`config.mk`:
```
export PLATFORM = sky130hd
export DESIGN_NAME = lms2color_top
export DESIGN_NICKNAME = d
export VERILOG_FILES = /design/src/source/csc_pkg.sv /design/src/source/csc_stage_if.sv /design/src/source/csc_reg_block.sv /design/src/source/csc_matrix_pipe.sv /design/src/source/csc_out_format.sv /design/src/source/lms2color_top.sv
export SDC_FILE = /design/constraint.sdc
export NUM_CORES = 2
export LEC_CHECK = 0
export BUFFER_PORTS_ARGS = -buffer_cell sky130_fd_sc_hd__buf_2
export CAP_MARGIN = 20
export CORE_ASPECT_RATIO = 0.5
export CORE_UTILIZATION = 44
export CTS_CLUSTER_SIZE = 16
export DETAILED_ROUTE_END_ITERATION = 10
export SLEW_MARGIN = 15
export SYNTH_ARGS = -nofsm -noshare
export SYNTH_HDL_FRONTEND = slang
export SYNTH_SLANG_ARGS = --single-unit
```
`constraint.sdc`:
```
create_clock -name clk -period 23.8 [get_ports clk]
set_clock_uncertainty 0.2 [all_clocks]
set_input_delay 2.38 -clock clk [delete_from_list [all_inputs] [get_ports clk]]
set_output_delay 2.38 -clock clk [all_outputs]
set_load 0.005 [all_outputs]
```
`src/source/csc_pkg.sv`:
```
package csc_pkg;

    // Input channel format, unsigned 8.IN_FRAC_W
    localparam int IN_INT_W      = 8;
    localparam int DEF_IN_FRAC_W = 6;

    // Output widths, Y is 8.4 and RGB uses the low 8 bits
    localparam int OUT_W    = 12;
    localparam int CHROMA_W = OUT_W + 1;

    // Shifted sum before clamping, large enough for any coefficient row
    localparam int SUM_W  = 16;
    localparam int COEF_W = 16;

    localparam int RGB_COEF_FRAC = 11;
    localparam int YCC_COEF_FRAC = 10;
    localparam int YCC_OUT_FRAC  = 4;

    typedef logic signed [COEF_W-1:0] coef_t;

    // Rows are output channels, columns are L, M, S
    localparam coef_t RGB_COEF [3][3] = '{
        '{ 16'sd8349, -16'sd6774,  16'sd473},
        '{-16'sd2598,  16'sd5345, -16'sd699},
        '{   -16'sd9, -16'sd1441,  16'sd3497}
    };

    localparam coef_t YCC_COEF [3][3] = '{
        '{  16'sd485,   16'sd474,  16'sd65},
        '{ -16'sd275,  -16'sd671,  16'sd946},
        '{ 16'sd2621, -16'sd2743,  16'sd122}
    };

    typedef enum logic {
        MODE_YCBCR = 1'b0,
        MODE_RGB   = 1'b1
    } conv_mode_e;

    // AXI4-Lite register map
    localparam int AXI_ADDR_W = 4;
    localparam int AXI_DATA_W = 32;

    localparam logic [AXI_ADDR_W-1:0] CTRL_ADDR  = 4'h0;
    localparam int                    CTRL_MODE_BIT = 0;
    localparam int                    CTRL_OFFS_BIT = 1;
    localparam logic [1:0]            CTRL_RESET = 2'b00;

    localparam logic [1:0] RESP_OKAY   = 2'b00;
    localparam logic [1:0] RESP_SLVERR = 2'b10;

endpackage

```
`src/source/csc_stage_if.sv`:
```
`timescale 1ns/1ps

interface csc_stage_if import csc_pkg::*; ();

    // Shifted matrix results, not yet clamped
    logic signed [SUM_W-1:0] ch_sum [3];

    // Settings the item entered with
    conv_mode_e mode;
    logic       chroma_offset;

    // Line markers, href doubles as the valid flag
    logic hstr;
    logic href;
    logic hend;

    modport pipe (
        output ch_sum,
        output mode,
        output chroma_offset,
        output hstr,
        output href,
        output hend
    );

    modport fmt (
        input ch_sum,
        input mode,
        input chroma_offset,
        input hstr,
        input href,
        input hend
    );

endinterface

```
`src/source/csc_reg_block.sv`:
```
`timescale 1ns/1ps

module csc_reg_block import csc_pkg::*; (
    input  logic                    clk,
    input  logic                    rst_n,

    // Write address and data
    input  logic [AXI_ADDR_W-1:0]   i_awaddr,
    input  logic                    i_awvalid,
    output logic                    o_awready,
    input  logic [AXI_DATA_W-1:0]   i_wdata,
    input  logic [AXI_DATA_W/8-1:0] i_wstrb,
    input  logic                    i_wvalid,
    output logic                    o_wready,

    // Write response
    output logic [1:0]              o_bresp,
    output logic                    o_bvalid,
    input  logic                    i_bready,

    // Read address and data
    input  logic [AXI_ADDR_W-1:0]   i_araddr,
    input  logic                    i_arvalid,
    output logic                    o_arready,
    output logic [AXI_DATA_W-1:0]   o_rdata,
    output logic [1:0]              o_rresp,
    output logic                    o_rvalid,
    input  logic                    i_rready,

    // Conversion control
    output conv_mode_e              o_mode,
    output logic                    o_chroma_offset
);

    logic [1:0] ctrl_q;
    logic       wr_accept;
    logic       rd_accept;
    logic       aw_hit;
    logic       ar_hit;

    // Address and data are taken together, only while no response waits
    assign wr_accept = i_awvalid && i_wvalid && !o_bvalid;
    assign rd_accept = i_arvalid && !o_rvalid;

    assign o_awready = wr_accept;
    assign o_wready  = wr_accept;
    assign o_arready = rd_accept;

    assign aw_hit = (i_awaddr == CTRL_ADDR);
    assign ar_hit = (i_araddr == CTRL_ADDR);

    // Control register
    always_ff @(posedge clk or negedge rst_n) begin
        if (!rst_n) begin
            ctrl_q <= CTRL_RESET;
        end else if (wr_accept && aw_hit && i_wstrb[0]) begin
            ctrl_q <= i_wdata[1:0];
        end
    end

    assign o_mode          = conv_mode_e'(ctrl_q[CTRL_MODE_BIT]);
    assign o_chroma_offset = ctrl_q[CTRL_OFFS_BIT];

    // Write response channel
    always_ff @(posedge clk or negedge rst_n) begin
        if (!rst_n) begin
            o_bvalid <= 1'b0;
            o_bresp  <= RESP_OKAY;
        end else if (wr_accept) begin
            o_bvalid <= 1'b1;
            o_bresp  <= aw_hit ? RESP_OKAY : RESP_SLVERR;
        end else if (i_bready) begin
            o_bvalid <= 1'b0;
        end
    end

    // Read response channel, unmapped reads return zero
    always_ff @(posedge clk or negedge rst_n) begin
        if (!rst_n) begin
            o_rvalid <= 1'b0;
            o_rresp  <= RESP_OKAY;
            o_rdata  <= '0;
        end else if (rd_accept) begin
            o_rvalid <= 1'b1;
            if (ar_hit) begin
                o_rresp <= RESP_OKAY;
                o_rdata <= {{(AXI_DATA_W-2){1'b0}}, ctrl_q};
            end else begin
                o_rresp <= RESP_SLVERR;
                o_rdata <= '0;
            end
        end else if (i_rready) begin
            o_rvalid <= 1'b0;
        end
    end

endmodule

```
`src/source/csc_matrix_pipe.sv`:
```
`timescale 1ns/1ps

module csc_matrix_pipe import csc_pkg::*; #(
    parameter int IN_FRAC_W = DEF_IN_FRAC_W
) (
    input  logic                          clk,
    input  logic                          rst_n,
    input  logic [IN_INT_W+IN_FRAC_W-1:0] i_l,
    input  logic [IN_INT_W+IN_FRAC_W-1:0] i_m,
    input  logic [IN_INT_W+IN_FRAC_W-1:0] i_s,
    input  logic                          i_hstr,
    input  logic                          i_href,
    input  logic                          i_hend,
    input  conv_mode_e                    i_mode,
    input  logic                          i_chroma_offset,
    csc_stage_if.pipe                     stage
);

    localparam int IN_W   = IN_INT_W + IN_FRAC_W;
    localparam int PROD_W = IN_W + COEF_W + 1;
    localparam int ACC_W  = PROD_W + 2;

    localparam int RGB_SHIFT = RGB_COEF_FRAC + IN_FRAC_W;
    localparam int YCC_SHIFT = YCC_COEF_FRAC + IN_FRAC_W - YCC_OUT_FRAC;

    // Half of one output step, for round half up
    localparam logic signed [ACC_W-1:0] RGB_HALF = ACC_W'(1) << (RGB_SHIFT - 1);
    localparam logic signed [ACC_W-1:0] YCC_HALF = ACC_W'(1) << (YCC_SHIFT - 1);

    // Stage 1 holds the pixel and its settings
    logic [IN_W-1:0] pix_q [3];
    conv_mode_e      mode_s1;
    logic            offs_s1;
    logic [2:0]      mark_s1;

    // Stage 2 holds the products
    logic signed [COEF_W-1:0] coef_sel [3][3];
    logic signed [PROD_W-1:0] prod_q [3][3];
    conv_mode_e               mode_s2;
    logic                     offs_s2;
    logic [2:0]               mark_s2;

    // Stage 3 inputs
    logic signed [ACC_W-1:0] rnd_sum [3];
    logic signed [ACC_W-1:0] shifted [3];

    always_ff @(posedge clk) begin
        pix_q[0] <= i_l;
        pix_q[1] <= i_m;
        pix_q[2] <= i_s;
    end

    // Pick one coefficient row per channel from the item's own mode
    always_comb begin
        for (int c = 0; c < 3; c++) begin
            for (int k = 0; k < 3; k++) begin
                coef_sel[c][k] = (mode_s1 == MODE_RGB) ? RGB_COEF[c][k] : YCC_COEF[c][k];
            end
        end
    end

    always_ff @(posedge clk) begin
        for (int c = 0; c < 3; c++) begin
            for (int k = 0; k < 3; k++) begin
                prod_q[c][k] <= $signed({1'b0, pix_q[k]}) * coef_sel[c][k];
            end
        end
    end

    always_comb begin
        for (int c = 0; c < 3; c++) begin
            rnd_sum[c] = ACC_W'(prod_q[c][0]) + ACC_W'(prod_q[c][1]) + ACC_W'(prod_q[c][2]);
            if (mode_s2 == MODE_RGB) begin
                rnd_sum[c] = rnd_sum[c] + RGB_HALF;
                shifted[c] = rnd_sum[c] >>> RGB_SHIFT;
            end else if (c == 0) begin
                // Y has only positive weights
                rnd_sum[c] = rnd_sum[c] + YCC_HALF;
                shifted[c] = $signed($unsigned(rnd_sum[c]) >> YCC_SHIFT);
            end else begin
                rnd_sum[c] = rnd_sum[c] + YCC_HALF;
                shifted[c] = rnd_sum[c] >>> YCC_SHIFT;
            end
        end
    end

    always_ff @(posedge clk) begin
        for (int c = 0; c < 3; c++) begin
            stage.ch_sum[c] <= shifted[c][SUM_W-1:0];
        end
    end

    // Settings and markers move with their pixel
    always_ff @(posedge clk or negedge rst_n) begin
        if (!rst_n) begin
            mode_s1             <= MODE_YCBCR;
            offs_s1             <= 1'b0;
            mark_s1             <= 3'b000;
            mode_s2             <= MODE_YCBCR;
            offs_s2             <= 1'b0;
            mark_s2             <= 3'b000;
            stage.mode          <= MODE_YCBCR;
            stage.chroma_offset <= 1'b0;
            stage.hstr          <= 1'b0;
            stage.href          <= 1'b0;
            stage.hend          <= 1'b0;
        end else begin
            mode_s1             <= i_mode;
            offs_s1             <= i_chroma_offset;
            mark_s1             <= {i_hstr, i_href, i_hend};
            mode_s2             <= mode_s1;
            offs_s2             <= offs_s1;
            mark_s2             <= mark_s1;
            stage.mode          <= mode_s2;
            stage.chroma_offset <= offs_s2;
            stage.hstr          <= mark_s2[2];
            stage.href          <= mark_s2[1];
            stage.hend          <= mark_s2[0];
        end
    end

endmodule

```
`src/source/csc_out_format.sv`:
```
`timescale 1ns/1ps

module csc_out_format import csc_pkg::*; (
    input  logic                clk,
    input  logic                rst_n,
    csc_stage_if.fmt            stage,
    output logic [OUT_W-1:0]    o_ch1,
    output logic [CHROMA_W-1:0] o_ch2,
    output logic [CHROMA_W-1:0] o_ch3,
    output logic                o_hstr,
    output logic                o_href,
    output logic                o_hend
);

    localparam int RGB_MAX = 255;
    localparam int Y_MAX   = 2**OUT_W - 1;
    localparam int C_MAX   = 2**(OUT_W-1) - 1;
    localparam int C_MIN   = -(2**(OUT_W-1));
    localparam int C_OFFS  = 2**(OUT_W-1);

    logic [OUT_W-1:0]        ch1_d;
    logic [CHROMA_W-1:0]     ch2_d;
    logic [CHROMA_W-1:0]     ch3_d;
    logic signed [SUM_W-1:0] c_offs;

    function automatic logic signed [SUM_W-1:0] clamp(
        input logic signed [SUM_W-1:0] v,
        input int                      lo,
        input int                      hi
    );
        if (v < lo) begin
            return SUM_W'(lo);
        end else if (v > hi) begin
            return SUM_W'(hi);
        end
        return v;
    endfunction

    // Offset moves chroma from signed to unsigned range
    assign c_offs = stage.chroma_offset ? SUM_W'(C_OFFS) : '0;

    always_comb begin
        if (stage.mode == MODE_RGB) begin
            ch1_d = OUT_W'(clamp(stage.ch_sum[0], 0, RGB_MAX));
            ch2_d = CHROMA_W'(clamp(stage.ch_sum[1], 0, RGB_MAX));
            ch3_d = CHROMA_W'(clamp(stage.ch_sum[2], 0, RGB_MAX));
        end else begin
            ch1_d = OUT_W'(clamp(stage.ch_sum[0], 0, Y_MAX));
            ch2_d = CHROMA_W'(clamp(stage.ch_sum[1], C_MIN, C_MAX) + c_offs);
            ch3_d = CHROMA_W'(clamp(stage.ch_sum[2], C_MIN, C_MAX) + c_offs);
        end
    end

    always_ff @(posedge clk or negedge rst_n) begin
        if (!rst_n) begin
            o_ch1  <= '0;
            o_ch2  <= '0;
            o_ch3  <= '0;
            o_hstr <= 1'b0;
            o_href <= 1'b0;
            o_hend <= 1'b0;
        end else begin
            o_ch1  <= ch1_d;
            o_ch2  <= ch2_d;
            o_ch3  <= ch3_d;
            o_hstr <= stage.hstr;
            o_href <= stage.href;
            o_hend <= stage.hend;
        end
    end

endmodule

```
`src/source/lms2color_top.sv`:
```
`timescale 1ns/1ps

module lms2color_top import csc_pkg::*; #(
    parameter int IN_FRAC_W = DEF_IN_FRAC_W
) (
    input  logic                          clk,
    input  logic                          rst_n,

    // Pixel stream
    input  logic [IN_INT_W+IN_FRAC_W-1:0] i_l,
    input  logic [IN_INT_W+IN_FRAC_W-1:0] i_m,
    input  logic [IN_INT_W+IN_FRAC_W-1:0] i_s,
    input  logic                          i_hstr,
    input  logic                          i_href,
    input  logic                          i_hend,

    // AXI4-Lite control port
    input  logic [AXI_ADDR_W-1:0]         i_awaddr,
    input  logic                          i_awvalid,
    output logic                          o_awready,
    input  logic [AXI_DATA_W-1:0]         i_wdata,
    input  logic [AXI_DATA_W/8-1:0]       i_wstrb,
    input  logic                          i_wvalid,
    output logic                          o_wready,
    output logic [1:0]                    o_bresp,
    output logic                          o_bvalid,
    input  logic                          i_bready,
    input  logic [AXI_ADDR_W-1:0]         i_araddr,
    input  logic                          i_arvalid,
    output logic                          o_arready,
    output logic [AXI_DATA_W-1:0]         o_rdata,
    output logic [1:0]                    o_rresp,
    output logic                          o_rvalid,
    input  logic                          i_rready,

    // Converted stream
    output logic [OUT_W-1:0]              o_ch1,
    output logic [CHROMA_W-1:0]           o_ch2,
    output logic [CHROMA_W-1:0]           o_ch3,
    output logic                          o_hstr,
    output logic                          o_href,
    output logic                          o_hend
);

    conv_mode_e mode;
    logic       chroma_offset;

    csc_stage_if stage_if ();

    csc_reg_block u_reg_block (
        .clk             (clk),
        .rst_n           (rst_n),
        .i_awaddr        (i_awaddr),
        .i_awvalid       (i_awvalid),
        .o_awready       (o_awready),
        .i_wdata         (i_wdata),
        .i_wstrb         (i_wstrb),
        .i_wvalid        (i_wvalid),
        .o_wready        (o_wready),
        .o_bresp         (o_bresp),
        .o_bvalid        (o_bvalid),
        .i_bready        (i_bready),
        .i_araddr        (i_araddr),
        .i_arvalid       (i_arvalid),
        .o_arready       (o_arready),
        .o_rdata         (o_rdata),
        .o_rresp         (o_rresp),
        .o_rvalid        (o_rvalid),
        .i_rready        (i_rready),
        .o_mode          (mode),
        .o_chroma_offset (chroma_offset)
    );

    csc_matrix_pipe #(
        .IN_FRAC_W (IN_FRAC_W)
    ) u_matrix_pipe (
        .clk             (clk),
        .rst_n           (rst_n),
        .i_l             (i_l),
        .i_m             (i_m),
        .i_s             (i_s),
        .i_hstr          (i_hstr),
        .i_href          (i_href),
        .i_hend          (i_hend),
        .i_mode          (mode),
        .i_chroma_offset (chroma_offset),
        .stage           (stage_if.pipe)
    );

    csc_out_format u_out_format (
        .clk    (clk),
        .rst_n  (rst_n),
        .stage  (stage_if.fmt),
        .o_ch1  (o_ch1),
        .o_ch2  (o_ch2),
        .o_ch3  (o_ch3),
        .o_hstr (o_hstr),
        .o_href (o_href),
        .o_hend (o_hend)
    );

endmodule

```
### Yosys cells after proc, flatten, opt, wreduce, memory -nomap -nowiden

Memory sizes are Yosys's and may differ from the RTL's.
Cells that the tools add are included.

| storage, ports and cells | value |
|---|---|
| RAM bits | 321 |
| input port bits | 96 |
| memories kept | 2 |
| bits in registers | 144 |
| output and inout port bits | 82 |

Memory list:

| name | depth | bits a word | read ports | clocked after Yosys merged registers in | write ports | RTL line | RTL |
|---|---|---|---|---|---|---|---|
| u_matrix_pipe.prod_q | 3 | 93 | 3 | 0 | 3 | csc_matrix_pipe.sv:38 | `logic signed [PROD_W-1:0] prod_q [3][3];` |
| u_matrix_pipe.pix_q | 3 | 14 | 3 | 0 | 3 | csc_matrix_pipe.sv:31 | `logic [IN_W-1:0] pix_q [3];` |

| operators by class | value |
|---|---|
| reduce and logical (&&, ||, !) cells | 11 |
| $lt $le $gt $ge | 11 |
| multiplexer cells | 61 |
| multipliers | 9 |
| add/subtract/negate cells | 14 |

Operator list:

| kind | count |
|---|---|
| $mul 15x16->31 | 9 |
| $mux 13 | 16 |
| $mux 12 | 11 |
| $mux 16 | 7 |
| $add 32x31->33 | 3 |
| $add 33x18->33 const B | 3 |
| $add 31x31->32 | 3 |
| $add 28x13->28 const B | 3 |
| $gt 16x9->1 const B | 3 |
| $lt 16x1->1 const B | 3 |
| $gt 16x12->1 const B | 2 |
| $lt 16x12->1 const B | 2 |
| $add 13x13->13 | 2 |
| $mux 1 | 22 |
| $gt 16x13->1 const B | 1 |
| $mux 14 | 1 |
| $mux 9 | 1 |
| $logic_not 4->1 | 2 |
| $mux 2 | 3 |
| $logic_and 1x1->1 | 5 |
| $reduce_bool 2->1 | 2 |
| $logic_not 1->1 | 2 |

### Depth between registers and ports, before layout

| logic depth | value |
|---|---|
| depth in word-level cells | 8 |
| mapped depth | 32 |
| gate-level depth less buffers | 30 |

### Cells and area by module

From an unflattened synthesis, not the netlist that was laid out.

| unflattened totals | value |
|---|---|
| cells, all modules | 5601 |
| area total of the unflattened synthesis | 56907.1 um^2 |

Modules (own cells, without submodules):

| module | area an instance (um^2) | seq. area each (um^2) | instances | cells an instance |
|---|---|---|---|---|
| csc_matrix_pipe | 54796.3 | 7181.9 | 1 | 5424 |
| csc_out_format | 1496.4 | 1026.0 | 1 | 115 |
| csc_reg_block | 614.3 | 200.2 | 1 | 62 |

### Worst setup path after synthesis

OpenSTA, ideal clock, no wires.

| timing path | value |
|---|---|
| kind | register -> register |
| from | register u_matrix_pipe.mode_s1 |
| to | memory u_matrix_pipe.prod_q[1][29] (netlist name) |
| path slack | 16.318 ns |
| library setup time | 0.120 ns |
| period minus slack after synthesis | 7.482 ns |
| arrival | 7.161 ns |
| cell stages (with the launch flop) | 25 |
| path buffers | 4 |
| cells stage by stage | dfrtp_1 clkbuf_1 clkbuf_1 clkbuf_1 clkbuf_1 and2_1 fa_1 fa_1 fa_1 fa_1 fa_1 inv_1 fa_1 inv_1 ha_1 nand3_1 or2_2 o21ai_0 a211oi_1 or2_2 a21oi_1 a211o_1 a31o_2 a21boi_0 xnor2_1 |

RTL lines:

| item | RTL line | RTL |
|---|---|---|
| from (decl) | csc_matrix_pipe.sv:32 | `conv_mode_e mode_s1;` |
| from (signal assigned) | csc_matrix_pipe.sv:108 | `mode_s1 <= i_mode;` |
| to (decl) | csc_matrix_pipe.sv:38 |  |

==> insert_results.sql <==
INSERT INTO impl_metrics (metric_group, metric, value, unit) VALUES
('global_routing', 'grt_overflow', '0', ''),
('synthesis', 'synthMostInstantiatedCell', 'sky130_fd_sc_hd__inv_1', ''),
('final_layout', 'nets', '7833', ''),
('final_layout', 'fillers', '12000', ''),
('final_layout', 'final_core_utilization', '0.479', ''),
('synthesis', 'flip_flop_and_latch_count_after_synthesis', '414', ''),
('route', 'detailroute.via_count', '39600', ''),
('run_status', 'status', 'completed', ''),
('final_layout', 'post_layout_nonfiller_instances', '7631', ''),
('setup_path', 'endpoint_kind', 'register', ''),
('timing', 'grt_setup_unrepaired', 'no', ''),
('timing', 'maxClockFrequency', '107', 'MHz'),
('setup_path', 'startpoint_type', 'register', ''),
('synthesis', 'synth_sequential_area_ratio', '0.149', ''),
('synthesis', 'netlist-cell-type-count', '103', ''),
('clocking', 'cts_max_path_buffers', '3', ''),
('setup_path', 'cp_data_required_time', '23.99', 'ns'),
('final_layout', 'combined_area_of_the_multi_input_logic_cells', '44500', 'um^2'),
('floorplan', 'die_h', '258', 'um'),
('setup_path', 'crit_path_launch', 'u_matrix_pipe.mode_s1', ''),
('synthesis', 'synthesized_area_per_cell', '10.1', 'um^2'),
('route', 'detail_route.drc_violations', '0', ''),
('timing', 'timing.slew.headroom', '0.252', ''),
('clocking', 'clk_transition_reported_paths', '0.07', 'ns'),
('floorplan', 'num_io_pins', '178', ''),
('global_routing', 'grt_max_degree', '65', ''),
('floorplan', 'placement_rows', '93', ''),
('clocking', 'cts-buffers-inserted', '43', ''),
('synthesis', 'ys.flop_type', 'sky130_fd_sc_hd__dfxtp_1', ''),
('setup_path', 'crit_arrival', '9.51', 'ns'),
('timing', 'fin_crit', '9.31', 'ns'),
('final_layout', 'post-route-cell-area', '62000', 'um^2'),
('placed_design', 'placedInstanceArea', '60400', 'um^2'),
('route', 'drt_wl_total', '166000', 'um'),
('floorplan', 'fp.coreArea', '129000', 'um^2'),
('route', 'drtAntennaViolNets', '0', ''),
('global_routing', 'grt_pass1_wl', '254000', 'um'),
('route', 'avgRoutedWirePerCell', '21.8', 'um'),
('setup_path', 'setup.worst_path.class', 'reg -> reg', ''),
('route', 'via_per_inst', '5.19', ''),
('hold_path', 'hp-class', 'reg -> reg', ''),
('global_routing', 'grt_antenna_before_repair', '29', ''),
('global_routing', 'global_route.usage.total', '0.256', ''),
('timing', 'finalSetupViolations', '0', ''),
('floorplan', 'die_area', '133000', 'um^2'),
('timing', 'finalHoldViolations', '0', ''),
('clocking', 'clkLatencyLatePin', '0.64', 'ns'),
('timing', 'totalNegativeSetupSlack', '0', 'ns'),
('synthesis', 'yosys-top-cells-count', 'sky130_fd_sc_hd__inv_1, sky130_fd_sc_hd__ha_1, sky130_fd_sc_hd__fa_1', ''),
('timing', 'max_slew.worst_pin.slew', '1.11', 'ns'),
('clocking', 'ctsHoldBuffers', '0', ''),
('synthesis', 'synth-warning-count', '0', ''),
('setup_path', 'timing.rr.start', 'u_matrix_pipe.mode_s1', ''),
('run', 'timing.max_cap.violations', '0', ''),
('placed_design', 'detailedPlacementHpwl', '144000', 'um'),
('final_layout', 'register_area', '8610', 'um^2'),
('final_layout', 'final_layout_size_suffix_gt1_frac', '0.0531', ''),
('synthesis', 'ys_async_sr_fraction', '0.155', ''),
('synthesis', 'synth_area', '57700', 'um^2'),
('timing', 'slew_violations', '0', ''),
('synthesis', 'synth_area_leaders', 'sky130_fd_sc_hd__fa_1, sky130_fd_sc_hd__ha_1, sky130_fd_sc_hd__dfxtp_1', ''),
('synthesis', 'synth_top_area_frac', '0.322', ''),
('placed_design', 'placed_cells', '7547', ''),
('placed_design', 'place.port_buffers', '112', ''),
('synthesis', 'number_of_enable_type_register_cells_in_the_synthesized_netlist', '0', ''),
('floorplan', 'die-width', '514', 'um'),
('clocking', 'htree_levels', '2', ''),
('final_layout', 'area_added_between_synthesis_and_finish', '7.43', '%'),
('setup_path', 'worst-path-max-fanout', '40', ''),
('hold_path', 'hold_path.startpoint', 'u_matrix_pipe.offs_s2', ''),
('route', 'detail_route.iter0.violations', '2470', ''),
('floorplan', 'initial_core_util', '0.446', ''),
('global_routing', 'first_global_vias', '42000', ''),
('timing', 'period_share', '0.391', ''),
('placed_design', 'gp_routability_congestion', '0.953', ''),
('clocking', 'postCtsSetupRepairBufs', '0', ''),
('synthesis', 'yosys.area.top_type', 'sky130_fd_sc_hd__fa_1', ''),
('synthesis', 'synthCells', '5690', ''),
('clocking', 'cts.repair.resized', '0', ''),
('clocking', 'number_of_sinks_driven_by_the_clock_tree', '414', ''),
('route', 'detail_route.first_pass.iterations', '5', ''),
('clocking', 'tritoncts', 'done', ''),
('clocking', 'root_buffer', 'sky130_fd_sc_hd__clkbuf_16', '');
-- critical path: stages, from the launching register on --
cell	delay, ns
sky130_fd_sc_hd__dfrtp_4	0.67
sky130_fd_sc_hd__buf_4	0.54
sky130_fd_sc_hd__buf_4	0.52
sky130_fd_sc_hd__and2_1	0.40
sky130_fd_sc_hd__xnor2_1	0.21
sky130_fd_sc_hd__ha_1	0.26
sky130_fd_sc_hd__nor2_1	0.46
sky130_fd_sc_hd__xnor2_1	0.19
sky130_fd_sc_hd__ha_1	0.24
sky130_fd_sc_hd__nand2b_1	0.16
sky130_fd_sc_hd__fa_1	0.52
sky130_fd_sc_hd__fa_1	0.53
sky130_fd_sc_hd__fa_1	0.51
sky130_fd_sc_hd__inv_1	0.07
sky130_fd_sc_hd__fa_1	0.48
sky130_fd_sc_hd__inv_1	0.04
sky130_fd_sc_hd__ha_1	0.36
sky130_fd_sc_hd__a21o_1	0.21
sky130_fd_sc_hd__a21o_1	0.20
sky130_fd_sc_hd__a2111oi_2	0.55
sky130_fd_sc_hd__o31ai_1	0.17
sky130_fd_sc_hd__a21o_1	0.24
sky130_fd_sc_hd__a21oi_1	0.32
sky130_fd_sc_hd__a21boi_0	0.92
-- layout make-up --
cell class,count,area share
diodes,2,0.0000808
clock buffers,56,0.0196
clock inverters,21,0.00483
inverters,1134,0.0687
multi-input cells,4096,0.718
flip-flops and latches,414,0.139
well taps,1757,0.0355
repair buffers,151,0.0139
-- kinds of logic (layout without fill, tap and decap cells) --
logic type / after synthesis / in the layout / share of synthesized area
fa+ha+maj: 1898 / 1898 / 0.533
flops: 414 / 414 / 0.149
simple gates: 902 / 902 / 0.0764
xor+xnor: 410 / 410 / 0.0625
mux: 21 / 21 / 0.00380
other cells: 2 / 72 / 0.000130
buf+inv: 1248 / 1362 / 0.0834
compound gates: 795 / 795 / 0.0918
-- sequential cells by signal (all words and copies together) (netlist names), 2 cells and up --
name / count
u_matrix_pipe.prod_q: 260
u_matrix_pipe.stage.ch_sum: 48
u_matrix_pipe.pix_q: 42
u_out_format.o_ch2: 13
u_out_format.o_ch3: 13
u_out_format.o_ch1: 12
u_matrix_pipe.mark_s1: 3
u_matrix_pipe.mark_s2: 3
u_reg_block.ctrl_q: 2
u_reg_block.o_rdata: 2
-- metrics by stage --
step	setup WS [ns]	hold slack (ns)
after floorplan	16.32	0.131
after global placement	14.62	0.131
after detailed placement	14.59	0.135
after CTS	14.55	0.151
after global routing	14.14	0.156
final	14.49	0.147
-- layout by cell type (no fill, tap or decap), types with 7 or more instances in the layout --
master,netlist,routed
sky130_fd_sc_hd__or2_2,35,35
sky130_fd_sc_hd__clkbuf_16,0,44
sky130_fd_sc_hd__o21ai_0,127,127
sky130_fd_sc_hd__a31oi_1,19,19
sky130_fd_sc_hd__o31ai_1,14,14
sky130_fd_sc_hd__buf_2,2,112
sky130_fd_sc_hd__or3_1,22,22
sky130_fd_sc_hd__nor2b_1,36,36
sky130_fd_sc_hd__nand3_1,45,45
sky130_fd_sc_hd__a21oi_1,242,242
sky130_fd_sc_hd__nand2_1,220,220
sky130_fd_sc_hd__nand4_1,24,24
sky130_fd_sc_hd__o21bai_1,44,44
sky130_fd_sc_hd__o21a_1,60,60
sky130_fd_sc_hd__and2_1,36,36
sky130_fd_sc_hd__xor2_1,117,117
sky130_fd_sc_hd__a31o_2,7,7
sky130_fd_sc_hd__clkbuf_8,0,7
sky130_fd_sc_hd__conb_1,2,70
sky130_fd_sc_hd__a211o_1,12,12
sky130_fd_sc_hd__a211oi_1,23,23
sky130_fd_sc_hd__nand3b_1,8,8
sky130_fd_sc_hd__and3_1,39,39
sky130_fd_sc_hd__mux2i_1,16,16
sky130_fd_sc_hd__nor2_1,260,260
sky130_fd_sc_hd__xnor2_1,291,291
sky130_fd_sc_hd__buf_4,33,38
sky130_fd_sc_hd__dfxtp_1,350,350
sky130_fd_sc_hd__o21ai_1,9,9
sky130_fd_sc_hd__a21boi_0,14,14
sky130_fd_sc_hd__ha_1,969,969
sky130_fd_sc_hd__nand2b_1,78,78
sky130_fd_sc_hd__dfrtp_1,64,62
sky130_fd_sc_hd__fa_1,928,928
sky130_fd_sc_hd__a41oi_1,10,10
sky130_fd_sc_hd__inv_1,1128,1128
sky130_fd_sc_hd__a21o_1,125,125
sky130_fd_sc_hd__o211ai_1,10,10
sky130_fd_sc_hd__inv_6,0,7
sky130_fd_sc_hd__nor3_1,66,66
-- layer usage --
metal,global-route usage,vias to the layer above,part of all wire
li1,-,18500,-
met1,0.376,19900,0.48
met2,0.392,992,0.43
met3,0.0402,195,0.065
met4,0.0660,2,0.026
met5,0,-,0.000090
-- worst paths after layout --
check                                                     to  cells past startpoint  slack, ns
min                        u_matrix_pipe.stage.chroma_offset                      0       0.15
max                              u_matrix_pipe.prod_q[2][83]                     23      14.49
min in group asynchronous           u_matrix_pipe.stage.href                      2       1.79
max reg2reg                      u_matrix_pipe.prod_q[2][83]                     23      14.49
min reg2reg                u_matrix_pipe.stage.chroma_offset                      0       0.15
max in group asynchronous              u_matrix_pipe.mode_s1                      2      20.94
Power is not shown: default switching activity piles up to over one toggle a cycle in this logic, so the estimate is an artifact.
